`config.mk`:
```
export PLATFORM = sky130hd
export DESIGN_NAME = vlsu_top
export DESIGN_NICKNAME = d
export VERILOG_FILES = /design/src/logic/vlsu_pkg.sv /design/src/logic/vlsu_fifo.sv /design/src/logic/vlsu_mem_issue.sv /design/src/logic/vlsu_op_queue.sv /design/src/logic/vlsu_top.sv /design/src/logic/vlsu_vrf_access.sv
export SDC_FILE = /design/constraint.sdc
export NUM_CORES = 1
export LEC_CHECK = 0
export ABC_AREA = 1
export BUFFER_PORTS_ARGS = -buffer_cell sky130_fd_sc_hd__buf_2
export CORE_MARGIN = 3
export CORE_UTILIZATION = 25
export CTS_CLUSTER_DIAMETER = 200
export CTS_CLUSTER_SIZE = 40
export DETAILED_ROUTE_END_ITERATION = 7
export HOLD_SLACK_MARGIN = 0.03
export RECOVER_POWER = 50
export SLEW_MARGIN = 30
export SYNTH_ARGS = -nofsm -noshare
export SYNTH_HDL_FRONTEND = slang
export SYNTH_HIERARCHICAL = 1
export SYNTH_SLANG_ARGS = --single-unit
```
`constraint.sdc`:
```
create_clock -name clk_i -period 3.2 [get_ports clk_i]
set_input_delay 0.32 -clock clk_i [delete_from_list [all_inputs] [get_ports clk_i]]
set_output_delay 0.32 -clock clk_i [all_outputs]
set_load 0.03 [all_outputs]
```
`src/logic/vlsu_pkg.sv`:
```
//////////////////////////////////////////////////
// Sized for one 32-bit memory port and 256-bit vector registers
// Elements up to 32 bits only, every operation starts at element 0
//////////////////////////////////////////////////
`default_nettype none

package vlsu_pkg;

  localparam int unsigned ELEN           = 32;
  localparam int unsigned ELENB          = ELEN / 8;
  localparam int unsigned VLENB          = 32;
  localparam int unsigned WORDS_PER_VREG = VLENB / ELENB;
  localparam int unsigned NR_VREGS       = 32;
  localparam int unsigned LOAD_DEPTH     = 4;
  localparam int unsigned ID_WIDTH       = 3;

  typedef logic [ELEN-1:0]                            elen_t;
  typedef logic [$clog2(ELENB)-1:0]                   lane_t;
  typedef logic [$clog2(VLENB):0]                     vl_t;
  typedef logic [$clog2(NR_VREGS*WORDS_PER_VREG)-1:0] vreg_addr_t;

  typedef enum logic [1:0] {EW_8, EW_16, EW_32} vsew_e;
  typedef enum logic [1:0] {VLE, VSE, VLSE, VSSE} vlsu_op_e;

  //////////////////////////////////////////////////
  // Request, command and response
  typedef struct packed {
    logic [ID_WIDTH-1:0]         id;
    vlsu_op_e                    op;
    vsew_e                       vsew;
    vl_t                         vl;
    elen_t                       rs1;
    elen_t                       rs2;
    logic [$clog2(NR_VREGS)-1:0] vd;
  } vlsu_req_t;

  typedef struct packed {
    logic [ID_WIDTH-1:0]         id;
    logic                        is_load;
    vsew_e                       vsew;
    vl_t                         num_elem;
    elen_t                       base;
    elen_t                       stride;
    logic [$clog2(NR_VREGS)-1:0] vd;
  } vlsu_cmd_t;

  typedef struct packed {
    logic [ID_WIDTH-1:0]         id;
    logic [$clog2(NR_VREGS)-1:0] vd;
  } vlsu_rsp_t;

  //////////////////////////////////////////////////
  // Memory and VRF ports
  typedef struct packed {
    elen_t            addr;
    logic             we;
    logic [ELENB-1:0] strb;
    elen_t            wdata;
    logic [1:0]       size;
  } mem_req_t;

  typedef struct packed {
    elen_t rdata;
  } mem_result_t;

  typedef struct packed {
    vreg_addr_t       waddr;
    elen_t            wdata;
    logic [ELENB-1:0] wbe;
  } vrf_wreq_t;

  // Byte mask of one element, before it is shifted into its lane
  function automatic logic [ELENB-1:0] size_mask(vsew_e vsew);
    unique case (vsew)
      EW_8:    return 4'b0001;
      EW_16:   return 4'b0011;
      default: return 4'b1111;
    endcase
  endfunction

endpackage

`default_nettype wire

```
`src/logic/vlsu_fifo.sv`:
```
//////////////////////////////////////////////////
// Show-ahead FIFO, LOAD_DEPTH must be a power of two
// Never push when full and never pop when empty
//////////////////////////////////////////////////
`default_nettype none

module vlsu_fifo #(
  parameter type T = logic
) (
  input  wire logic clk_i,
  input  wire logic reset_i,
  input  wire logic push_i,
  input  wire T     data_i,
  input  wire logic pop_i,
  output T          data_o,
  output logic      empty_o,
  output logic      full_o
);

  localparam int unsigned PTR_W = $clog2(vlsu_pkg::LOAD_DEPTH);

  T               mem_q [vlsu_pkg::LOAD_DEPTH];
  logic [PTR_W-1:0] wr_ptr_q;
  logic [PTR_W-1:0] rd_ptr_q;
  logic [PTR_W:0]   count_q;

  // Pointers wrap on their own at a power-of-two depth
  always_ff @(posedge clk_i) begin
    if (reset_i) begin
      wr_ptr_q <= '0;
      rd_ptr_q <= '0;
      count_q  <= '0;
    end else begin
      if (push_i) begin
        wr_ptr_q <= wr_ptr_q + 1'b1;
      end
      if (pop_i) begin
        rd_ptr_q <= rd_ptr_q + 1'b1;
      end
      count_q <= count_q + (PTR_W+1)'(push_i) - (PTR_W+1)'(pop_i);
    end
  end

  always_ff @(posedge clk_i) begin
    if (push_i) begin
      mem_q[wr_ptr_q] <= data_i;
    end
  end

  assign data_o  = mem_q[rd_ptr_q];
  assign empty_o = (count_q == '0);
  assign full_o  = (count_q == (PTR_W+1)'(vlsu_pkg::LOAD_DEPTH));

  a_no_overflow: assert property (@(posedge clk_i) disable iff (reset_i) push_i |-> !full_o)
    else $error("FIFO push while full");
  a_no_underflow: assert property (@(posedge clk_i) disable iff (reset_i) pop_i |-> !empty_o)
    else $error("FIFO pop while empty");

endmodule

`default_nettype wire

```
`src/logic/vlsu_mem_issue.sv`:
```
//////////////////////////////////////////////////
// One element per memory access, in element order
//////////////////////////////////////////////////
`default_nettype none

module vlsu_mem_issue (
  input  wire logic                clk_i,
  input  wire logic                reset_i,
  input  wire vlsu_pkg::vlsu_cmd_t cmd_i,
  input  wire logic                cmd_start_i,
  input  wire logic                x_mem_ready_i,
  input  wire logic                lane_full_i,
  input  wire vlsu_pkg::elen_t     st_data_i,
  input  wire logic                st_empty_i,
  output logic                     x_mem_valid_o,
  output vlsu_pkg::mem_req_t       x_mem_req_o,
  output logic                     lane_push_o,
  output vlsu_pkg::lane_t          lane_o,
  output logic                     st_pop_o,
  output logic                     mem_done_o
);

  logic            active_q;
  vlsu_pkg::vl_t   cnt_q;
  vlsu_pkg::elen_t addr_q;
  vlsu_pkg::lane_t lane;
  logic            fire;
  logic            last;

  assign lane = addr_q[1:0];
  assign fire = x_mem_valid_o && x_mem_ready_i;
  assign last = (cnt_q + 1'b1) == cmd_i.num_elem;

  //////////////////////////////////////////////////
  // Element counter and running byte address
  always_ff @(posedge clk_i) begin
    if (reset_i) begin
      active_q <= 1'b0;
    end else if (cmd_start_i) begin
      active_q <= (cmd_i.num_elem != '0);
    end else if (fire && last) begin
      active_q <= 1'b0;
    end
  end

  always_ff @(posedge clk_i) begin
    if (cmd_start_i) begin
      cnt_q  <= '0;
      addr_q <= cmd_i.base;
    end else if (fire) begin
      cnt_q  <= cnt_q + 1'b1;
      addr_q <= addr_q + cmd_i.stride;
    end
  end

  //////////////////////////////////////////////////
  // Request builder
  // Loads need lane credit, stores need data in the FIFO
  assign x_mem_valid_o = active_q && (cmd_i.is_load ? !lane_full_i : !st_empty_i);

  always_comb begin
    x_mem_req_o.addr  = {addr_q[31:2], 2'b00};
    x_mem_req_o.we    = !cmd_i.is_load;
    x_mem_req_o.strb  = vlsu_pkg::size_mask(cmd_i.vsew) << lane;
    x_mem_req_o.wdata = st_data_i << {lane, 3'b000};
    x_mem_req_o.size  = cmd_i.vsew;
  end

  // Lane of each load goes with it to the VRF side
  assign lane_push_o = fire && cmd_i.is_load;
  assign lane_o      = lane;
  assign st_pop_o    = fire && !cmd_i.is_load;
  assign mem_done_o  = !active_q;

  a_req_stable: assert property (@(posedge clk_i) disable iff (reset_i)
    x_mem_valid_o && !x_mem_ready_i |=> x_mem_valid_o && $stable(x_mem_req_o))
    else $error("Memory request changed while stalled");

endmodule

`default_nettype wire

```
`src/logic/vlsu_op_queue.sv`:
```
//////////////////////////////////////////////////
// Holds one operation at a time, ready only while idle
//////////////////////////////////////////////////
`default_nettype none

module vlsu_op_queue (
  input  wire logic                 clk_i,
  input  wire logic                 reset_i,
  input  wire vlsu_pkg::vlsu_req_t  spatz_req_i,
  input  wire logic                 spatz_req_valid_i,
  input  wire logic                 mem_done_i,
  input  wire logic                 vrf_done_i,
  output logic                      spatz_req_ready_o,
  output vlsu_pkg::vlsu_cmd_t       cmd_o,
  output logic                      cmd_start_o,
  output logic                      vlsu_rsp_valid_o,
  output vlsu_pkg::vlsu_rsp_t       vlsu_rsp_o,
  output logic                      x_mem_finished_o
);

  typedef enum logic [1:0] {S_IDLE, S_START, S_WAIT, S_RESP} state_e;

  state_e              state_q;
  vlsu_pkg::vlsu_cmd_t cmd_q;
  logic                accept;
  logic                strided;
  logic                done;
  logic [2:0]          elem_bytes;

  assign accept     = spatz_req_valid_i && spatz_req_ready_o;
  assign strided    = spatz_req_i.op inside {vlsu_pkg::VLSE, vlsu_pkg::VSSE};
  assign elem_bytes = 3'd1 << spatz_req_i.vsew;

  //////////////////////////////////////////////////
  // Decode into the command register
  always_ff @(posedge clk_i) begin
    if (accept) begin
      cmd_q.id       <= spatz_req_i.id;
      cmd_q.is_load  <= spatz_req_i.op inside {vlsu_pkg::VLE, vlsu_pkg::VLSE};
      cmd_q.vsew     <= spatz_req_i.vsew;
      cmd_q.num_elem <= spatz_req_i.vl;
      cmd_q.base     <= spatz_req_i.rs1;
      // Unit stride steps by one element
      cmd_q.stride   <= strided ? spatz_req_i.rs2 : vlsu_pkg::elen_t'(elem_bytes);
      cmd_q.vd       <= spatz_req_i.vd;
    end
  end

  // Loads finish at the VRF, stores at the memory port
  assign done = cmd_q.is_load ? vrf_done_i : mem_done_i;

  always_ff @(posedge clk_i) begin
    if (reset_i) begin
      state_q <= S_IDLE;
    end else begin
      unique case (state_q)
        S_IDLE: begin
          if (spatz_req_valid_i) begin
            state_q <= S_START;
          end
        end
        S_START: state_q <= S_WAIT;
        S_WAIT: begin
          if (done) begin
            state_q <= S_RESP;
          end
        end
        default: state_q <= S_IDLE;
      endcase
    end
  end

  assign spatz_req_ready_o = (state_q == S_IDLE);
  assign cmd_start_o       = (state_q == S_START);
  assign vlsu_rsp_valid_o  = (state_q == S_RESP);
  assign x_mem_finished_o  = (state_q == S_RESP);
  assign cmd_o             = cmd_q;
  assign vlsu_rsp_o        = '{id: cmd_q.id, vd: cmd_q.vd};

  //////////////////////////////////////////////////
  // Operation legality
  a_vl_limit: assert property (@(posedge clk_i) disable iff (reset_i)
    accept |-> int'(spatz_req_i.vl) <= (vlsu_pkg::VLENB >> spatz_req_i.vsew))
    else $error("vl above the register capacity for vsew");
  a_aligned: assert property (@(posedge clk_i) disable iff (reset_i)
    accept |-> (spatz_req_i.rs1[1:0] & 2'(elem_bytes - 3'd1)) == '0 &&
               (!strided || (spatz_req_i.rs2[1:0] & 2'(elem_bytes - 3'd1)) == '0))
    else $error("Base or stride is not a multiple of the element size");

endmodule

`default_nettype wire

```
`src/logic/vlsu_top.sv`:
```
//////////////////////////////////////////////////
// One operation in flight, memory results return in order
//////////////////////////////////////////////////
`default_nettype none

module vlsu_top (
  input  wire logic                  clk_i,
  input  wire logic                  reset_i,
  input  wire vlsu_pkg::vlsu_req_t   spatz_req_i,
  input  wire logic                  spatz_req_valid_i,
  output logic                       spatz_req_ready_o,
  output logic                       vlsu_rsp_valid_o,
  output vlsu_pkg::vlsu_rsp_t        vlsu_rsp_o,
  output logic                       x_mem_valid_o,
  input  wire logic                  x_mem_ready_i,
  output vlsu_pkg::mem_req_t         x_mem_req_o,
  input  wire vlsu_pkg::mem_result_t x_mem_result_i,
  input  wire logic                  x_mem_result_valid_i,
  output logic                       x_mem_finished_o,
  output vlsu_pkg::vreg_addr_t       vrf_raddr_o,
  output logic                       vrf_re_o,
  input  wire vlsu_pkg::elen_t       vrf_rdata_i,
  input  wire logic                  vrf_rvalid_i,
  output vlsu_pkg::vreg_addr_t       vrf_waddr_o,
  output vlsu_pkg::elen_t            vrf_wdata_o,
  output logic [vlsu_pkg::ELENB-1:0] vrf_wbe_o,
  output logic                       vrf_we_o,
  input  wire logic                  vrf_wvalid_i
);

  vlsu_pkg::vlsu_cmd_t cmd;
  vlsu_pkg::vrf_wreq_t vrf_wreq;
  vlsu_pkg::elen_t     ld_data;
  vlsu_pkg::elen_t     st_wdata;
  vlsu_pkg::elen_t     st_rdata;
  vlsu_pkg::lane_t     lane_in;
  vlsu_pkg::lane_t     lane_out;
  logic cmd_start, mem_done, vrf_done;
  logic lane_push, lane_full, ld_pop, ld_empty;
  logic st_push, st_pop, st_full, st_empty;

  vlsu_op_queue i_op_queue (
    .clk_i, .reset_i, .spatz_req_i, .spatz_req_valid_i,
    .mem_done_i (mem_done),
    .vrf_done_i (vrf_done),
    .spatz_req_ready_o,
    .cmd_o      (cmd),
    .cmd_start_o(cmd_start),
    .vlsu_rsp_valid_o, .vlsu_rsp_o, .x_mem_finished_o
  );

  vlsu_mem_issue i_mem_issue (
    .clk_i, .reset_i,
    .cmd_i      (cmd),
    .cmd_start_i(cmd_start),
    .x_mem_ready_i,
    .lane_full_i(lane_full),
    .st_data_i  (st_rdata),
    .st_empty_i (st_empty),
    .x_mem_valid_o, .x_mem_req_o,
    .lane_push_o(lane_push),
    .lane_o     (lane_in),
    .st_pop_o   (st_pop),
    .mem_done_o (mem_done)
  );

  vlsu_vrf_access i_vrf_access (
    .clk_i, .reset_i,
    .cmd_i      (cmd),
    .cmd_start_i(cmd_start),
    .vrf_rdata_i, .vrf_rvalid_i, .vrf_wvalid_i,
    .ld_data_i  (ld_data),
    .ld_lane_i  (lane_out),
    .ld_empty_i (ld_empty),
    .st_full_i  (st_full),
    .vrf_raddr_o, .vrf_re_o,
    .vrf_wreq_o (vrf_wreq),
    .vrf_we_o,
    .ld_pop_o   (ld_pop),
    .st_push_o  (st_push),
    .st_data_o  (st_wdata),
    .vrf_done_o (vrf_done)
  );

  // Load data and lanes pop together, data never outnumbers lanes
  vlsu_fifo #(.T(vlsu_pkg::elen_t)) i_ld_data_fifo (
    .clk_i, .reset_i,
    .push_i(x_mem_result_valid_i), .data_i(x_mem_result_i.rdata), .pop_i(ld_pop),
    .data_o(ld_data), .empty_o(ld_empty), .full_o()
  );

  vlsu_fifo #(.T(vlsu_pkg::lane_t)) i_ld_lane_fifo (
    .clk_i, .reset_i,
    .push_i(lane_push), .data_i(lane_in), .pop_i(ld_pop),
    .data_o(lane_out), .empty_o(), .full_o(lane_full)
  );

  vlsu_fifo #(.T(vlsu_pkg::elen_t)) i_st_data_fifo (
    .clk_i, .reset_i,
    .push_i(st_push), .data_i(st_wdata), .pop_i(st_pop),
    .data_o(st_rdata), .empty_o(st_empty), .full_o(st_full)
  );

  assign vrf_waddr_o = vrf_wreq.waddr;
  assign vrf_wdata_o = vrf_wreq.wdata;
  assign vrf_wbe_o   = vrf_wreq.wbe;

endmodule

`default_nettype wire

```
`src/logic/vlsu_vrf_access.sv`:
```
//////////////////////////////////////////////////
// Load writes pass through one held write register
//////////////////////////////////////////////////
`default_nettype none

module vlsu_vrf_access (
  input  wire logic                clk_i,
  input  wire logic                reset_i,
  input  wire vlsu_pkg::vlsu_cmd_t cmd_i,
  input  wire logic                cmd_start_i,
  input  wire vlsu_pkg::elen_t     vrf_rdata_i,
  input  wire logic                vrf_rvalid_i,
  input  wire logic                vrf_wvalid_i,
  input  wire vlsu_pkg::elen_t     ld_data_i,
  input  wire vlsu_pkg::lane_t     ld_lane_i,
  input  wire logic                ld_empty_i,
  input  wire logic                st_full_i,
  output vlsu_pkg::vreg_addr_t     vrf_raddr_o,
  output logic                     vrf_re_o,
  output vlsu_pkg::vrf_wreq_t      vrf_wreq_o,
  output logic                     vrf_we_o,
  output logic                     ld_pop_o,
  output logic                     st_push_o,
  output vlsu_pkg::elen_t          st_data_o,
  output logic                     vrf_done_o
);

  logic                   active_q;
  vlsu_pkg::vl_t          cnt_q;
  logic                   more;
  logic [4:0]             elem_byte;
  vlsu_pkg::vreg_addr_t   word_addr;
  vlsu_pkg::lane_t        vrf_lane;
  logic [2*vlsu_pkg::ELEN-1:0] ld_dbl;
  vlsu_pkg::vrf_wreq_t    wreq_q;
  logic                   we_q;

  //////////////////////////////////////////////////
  // Element position inside vd
  assign more      = active_q && (cnt_q != cmd_i.num_elem);
  assign elem_byte = 5'(cnt_q << cmd_i.vsew);
  assign vrf_lane  = elem_byte[1:0];
  assign word_addr = vlsu_pkg::vreg_addr_t'(cmd_i.vd * vlsu_pkg::WORDS_PER_VREG)
                   + vlsu_pkg::vreg_addr_t'(elem_byte[4:2]);

  // Stores read one word per element while the FIFO has room
  assign vrf_re_o    = more && !cmd_i.is_load && !st_full_i;
  assign vrf_raddr_o = word_addr;
  assign st_push_o   = vrf_re_o && vrf_rvalid_i;
  assign st_data_o   = vrf_rdata_i >> {vrf_lane, 3'b000};

  // Loads refill the write register only once it is empty
  assign ld_pop_o = more && cmd_i.is_load && !ld_empty_i && !we_q;

  always_ff @(posedge clk_i) begin
    if (reset_i) begin
      active_q <= 1'b0;
    end else if (cmd_start_i) begin
      active_q <= (cmd_i.num_elem != '0);
    end else if (active_q && !more && !we_q) begin
      active_q <= 1'b0;
    end
  end

  always_ff @(posedge clk_i) begin
    if (cmd_start_i) begin
      cnt_q <= '0;
    end else if (ld_pop_o || st_push_o) begin
      cnt_q <= cnt_q + 1'b1;
    end
  end

  //////////////////////////////////////////////////
  // Write register
  // Rotate down by memory lane, then up to the VRF lane
  assign ld_dbl = {ld_data_i, ld_data_i} >> {ld_lane_i, 3'b000};

  always_ff @(posedge clk_i) begin
    if (reset_i) begin
      we_q <= 1'b0;
    end else if (ld_pop_o) begin
      we_q <= 1'b1;
    end else if (vrf_wvalid_i) begin
      we_q <= 1'b0;
    end
  end

  always_ff @(posedge clk_i) begin
    if (ld_pop_o) begin
      wreq_q.waddr <= word_addr;
      wreq_q.wdata <= ld_dbl[vlsu_pkg::ELEN-1:0] << {vrf_lane, 3'b000};
      wreq_q.wbe   <= vlsu_pkg::size_mask(cmd_i.vsew) << vrf_lane;
    end
  end

  assign vrf_we_o   = we_q;
  assign vrf_wreq_o = wreq_q;
  assign vrf_done_o = !active_q;

  a_write_held: assert property (@(posedge clk_i) disable iff (reset_i)
    vrf_we_o && !vrf_wvalid_i |=> vrf_we_o && $stable(vrf_wreq_o))
    else $error("VRF write dropped before it was accepted");

endmodule

`default_nettype wire

```
; ---- Yosys cells after proc, flatten, opt, wreduce, memory -nomap -nowiden
; Memories as Yosys holds them, arrays and structs flattened. A register that Yosys moved wholly into a read port is not among the register bits.
; Index checks and enable logic that the tools add are counted.
[op_classes]
addsub = 16
mul = 0
div = 0
order_cmp = 0
eq_ne = 12
shifts = 8
muxes = 28
bitwise_logic = 0
reduce_logical = 38
[op_table]
columns = op, n
row1 = 32-bit two-way mux, 2
row2 = 32-bit by 5-bit << shifter with 32-bit output, 2
row3 = 64-bit by 5-bit >> shifter with 32-bit output, 1
row4 = 32-bit adder, 1
row5 = 32-bit by 5-bit >> shifter with 32-bit output, 1
row6 = 2-bit two-way mux, 8
row7 = 1-bit logical AND, 15
row8 = 1-bit two-way mux, 14
row9 = "2-bit by 1-bit adder with 2-bit output, second input constant", 6
row10 = "6-bit by 1-bit adder with 6-bit output, second input constant", 2
row11 = 2-bit nonzero test, 6
row12 = 3-bit by 1-bit adder with 3-bit output, 3
row13 = 1-bit zero test, 9
row14 = 3-bit by 1-bit subtractor with 3-bit output, 3
row15 = 8-bit by 3-bit adder with 8-bit output, 1
row16 = "2-bit equality test, second input constant", 4
row17 = 4-bit case mux with 2 select lines, 1
row18 = 4-bit by 2-bit << shifter with 4-bit output, 2
row19 = "3-bit equality test, second input constant", 2
row20 = 6-bit equality test, 1
row21 = 2-bit zero test, 3
row22 = 3-bit zero test, 2
row23 = 6-bit != test, 1
row24 = 2-bit case mux with 3 select lines, 1
row25 = other kinds (10), 11
[word_totals]
register_bits = 195
latch_bits = 0
ramBits = 264
rom_bits = 0
inputBits = 153
output_inout_bits = 137
word_cells = 132
n_memories = 3
[memory_table]
columns = memory, words, word_bits, read_ports, rd_ports_with_merged_regs, wr, line_no
row1 = i_ld_data_fifo.mem_q, 4, 32, 1, 1, 1, vlsu_fifo.sv:22  ; T mem_q [vlsu_pkg::LOAD_DEPTH];
row2 = i_st_data_fifo.mem_q, 4, 32, 1, 1, 1, vlsu_fifo.sv:22
row3 = i_ld_lane_fifo.mem_q, 4, 2, 1, 1, 1, vlsu_fifo.sv:22

; ---- Logic depth before layout (Yosys ltp)
[depth]
depth_word = 8
ltp_mapped = 15
mapped_depth_nobuf = 15

; ---- By module
; Netlist, hierarchy kept.
[by_module_without_submodules]
columns = mod, n_inst, cells_per_inst, area_per_inst_um2, seq_area_each_um2
row1 = vlsu_fifo at i_ld_data_fifo ..., 2, 429, 5505.3, 4023.9
row2 = vlsu_mem_issue, 1, 814, 4755.8, 1101.1
row3 = vlsu_vrf_access, 1, 511, 3711.1, 1481.4
row4 = vlsu_op_queue, 1, 189, 2996.6, 2472.4
row5 = vlsu_fifo at i_ld_lane_fifo, 1, 77, 747.0, 420.4

; ---- Worst setup path after synthesis
; Ideal clock, no wire load.
[synth_timing]
path_kind = register to register
startpoint = register i_op_queue.state_q[0]
endpoint = register i_op_queue.cmd_q (netlist bit i_op_queue/cmd_o[0]) (enable)
setup_time_ns = 0.435
arrival_ns = 2.455
required_ns = 2.765
path_slack_ns = 0.310
stages_incl_launch_ff = 5
synth_period_minus_slack_ns = 2.890
cell_sequence = dfxtp_1 -> inv_1 -> ha_1 -> nand2_1 -> inv_1
[synth_between]
elab_chain_len = 2
[synth_rtl]
columns = item, line_no
row1 = "start, declared", vlsu_op_queue.sv:23  ; state_e state_q;
row2 = "start signal, assigned", vlsu_op_queue.sv:54  ; state_q <= S_IDLE;
row3 = "start signal, assigned", vlsu_op_queue.sv:59  ; state_q <= S_START;
row4 = "start signal, assigned", vlsu_op_queue.sv:62  ; S_START: state_q <= S_WAIT;
row5 = 2-bit zero test, vlsu_op_queue.sv:73  ; assign spatz_req_ready_o = (state_q == S_IDLE);
row6 = net spatz_req_ready_o, vlsu_top.sv:11  ; output logic spatz_req_ready_o,
row7 = 1-bit logical AND, vlsu_op_queue.sv:30  ; assign accept = spatz_req_valid_i && spatz_req_ready_o;
row8 = net i_op_queue.accept, vlsu_op_queue.sv:25  ; logic accept;
row9 = "end, declared", vlsu_op_queue.sv:24  ; vlsu_pkg::vlsu_cmd_t cmd_q;
; The timed path passes the listed nets, and every way through them passes these cells.
; A chain may end at the register's enable or synchronous reset.

==> results.md <==
- Maxcap violations: 4
- Critical Path Most Common Cell: nand2_1
- Data required time of the worst path: roughly 2.9 ns
- Pin count of the biggest net entering global routing: just over 70
- Drt via density: between 4 and 5
- Initial antenna violation count: 3
- Hold Path Class: in2reg
- Cells after synthesis: roughly 2400
- Power density cells: 766 nW/um^2
- Worst Setup Start Kind: flop
- Gr usage total: 13.0%
- Worst stage delay on the critical path: 0.57 ns
- Status: finished with violations
- Routability-driven placement congestion ratio: 0.883
- Total Nets Final: 3010
- Slowest stage cell, crit path: dfxtp_4
- Sum of negative setup slack: 0 ns
- Die ar.: 96500 sq um
- Worst-path clk slew: around 0.15 ns
- Worst Max-Slew Pin Slew: 2.23 ns
- # DRC: 0
- Syn Std Cell Area: 23200 sq um
- Fillers: roughly 9600
- Core area: between 90000 and 100000 sq um
- Port Buffer Count: about 290
- Row count: ~110
- Number of global-route vias before repair: around 16000
- FF-to-FF setup slack: around 0.48 ns
- CTS tree: done
- Total gr overflow: 0
- Via count: about 17000
- Final setup fails: 0
- TritonCTS buffer count: 16
- Wire length per cell: 16.2 um
- Multi-input logic area: 7360 sq um
- Max Freq: roughly 340 MHz
- CP arrival: 2.63 ns
- DRT Pass-1 Iters: 6
- Final Hold Violating Endpoints: 0
- Min Tclk post-route: 2.95 ns
- Area delta synth->final: 17.6%
- Clk root buf: clkbuf_16
- Layout cells sized above 1: 9.76%
- HPWL after DPL: 46.9 mm
- Worst clock skew: 0.0580 ns
- Ys Warns: 6
- Max-slew headroom: -48.7%
- Violated checks: max-capacitance violations, max-slew violations
- Peak supply drop: 0.469 mV
- Top Ports: 290
- Static Leak: roughly 11 nW
- First-pass GRT wire length: 98.6 mm
- Tcrit/Tclk final: 92.0%
- Total Wirelength: about 66 mm
- CTS sink cnt: 465
- Skew-Pair Late Insertion Delay: 0.59 ns
- CP Cell Sequence: clkbuf_16 -> nand2_1 -> o211ai_1 -> nand2_1 -> mux2i_1 -> a22oi_1 -> buf_2
- Clock tree buffer depth: 3
- Routed Antenna Nets: 0
- Worst Path Max Fanout: 20
- DRT iter0 DRCs: roughly 1200
- Sequential Area: 13500 sq um
- Initial core utilization: 25.3%
- CTS HTree Levels: 1
- Avg Synthesized Cell Area: ~9.5 sq um
- WHS: 0.0809 ns
- Die Span X: 311 um
- Critical Setup Path Class: reg2out
- Worst setup EP type: output pin
- Fin. max-slew vios: 102
- Unrepaired setup endpoints after global routing: no
- Die Height: 311 um
-- routing by layer --
metal / track usage, % / share of wire [%] / vias to the layer above
li1: - / - / 8721
met1: 17.1 / 45 / 8182
met2: 23.0 / 49 / 389
met3: 1.68 / 4.7 / 43
met4: 2.46 / 1.6 / 0
met5: 0 / 0 / -
-- what timing repair did --
item / 4_1_cts / 5_1_grt
hold buffers: 112 / 1
setup buffers: 1 / 1
gates resized for setup: 1 / 0
hold endpoints to repair: 208 / 1
pin swaps: 0 / 0
endpoints found under the setup margin: 2 / 2
-- stage by stage --
stage / util (%) / instance area, sq um / instances / worst slack [ns] / power (mW)
after global placement: 28.1 / 25800 / 3907 / 0.510 / 18.1
after floorplan: - / 23200 / 2448 / 0.310 / 15.1
after CTS: 29.9 / 27500 / 4048 / 0.0539 / 21.3
final: 29.7 / 27300 / 4052 / 0.255 / 20.9
after global routing: 29.7 / 27300 / 4051 / 0.0743 / 22.5
after detailed placement: 28.1 / 25800 / 3907 / 0.489 / 18.2
-- sequential cells by signal, summed over array words and instances, names as in the netlist, 3 cells and up, named ones only --
signal / flops
i_ld_data_fifo/mem_q: 128
i_ld_lane_fifo/mem_q: 8
i_st_data_fifo/count_q: 3
i_ld_lane_fifo/count_q: 3
i_mem_issue/cnt_q: 6
i_mem_issue/addr_q: 32
i_vrf_access/cnt_q: 6
i_vrf_access/vrf_wreq_o: 44
i_ld_data_fifo/count_q: 3
i_st_data_fifo/mem_q: 128
i_op_queue/cmd_o: 81
-- layout by cell type, fill, tap and decap left out, types with 8 or more instances in the layout --
cell type	n
a21oi_1	139
a22oi_1	11
and2_1	10
buf_2	151
buf_4	29
clkbuf_1	149
clkbuf_16	18
dfxtp_1	40
dlygate4sd3_1	113
edfxtp_1	421
ha_1	56
inv_1	394
inv_2	21
mux2i_1	9
nand2_1	655
nand2_2	15
nand3_1	63
nor2_1	140
o211ai_1	73
o21a_1	8
o21ai_0	99
o21ai_1	66
o221ai_1	16
o22ai_1	9
xnor2_1	10
-- final cells by class --
| cell class | instances | share of cell area [%] |
|---|---|---|
| sequential | 465 | 49.6 |
| clock buffer | 25 | 1.67 |
| timing repair buffer | 442 | 10.1 |
| multi-input combinational | 1455 | 27.0 |
| clock inverter | 3 | 0.211 |
| inverter | 417 | 5.74 |
| antenna | 2 | 0.0183 |
| tap | 1243 | 5.70 |
-- critical path, delay by kind of cell, from the launching register on --
family                 cells  cell delay (ns)
AO/OA/AOI/OAI              2             0.33
buffers and inverters      2             0.51
flip-flops                 1             0.57
multiplexers               1             0.42
AND/OR/NAND/NOR            2             0.20
-- power by group --
| part | total (mW) | switching [mW] | leakage [nW] | internal (mW) |
|---|---|---|---|---|
| clock | 2.97 | 1.92 | 0.244 | 1.05 |
| combinational | 9.41 | 6.67 | 6.85 | 2.74 |
| sequential | 8.52 | 0.557 | 4.24 | 7.96 |
-- worst paths after layout --
kind,from,cells after the start,to
setup reg to reg,i_op_queue/state_q[0],5,i_op_queue/cmd_o[26]
hold reg to reg,i_st_data_fifo/rd_ptr_q[1],2,flop
setup / recovery,flop,7,x_mem_req_o[26]
hold / removal,vrf_wvalid_i,4,i_vrf_access/vrf_we_o
No activity file was read; power rests on OpenSTA's default activity.
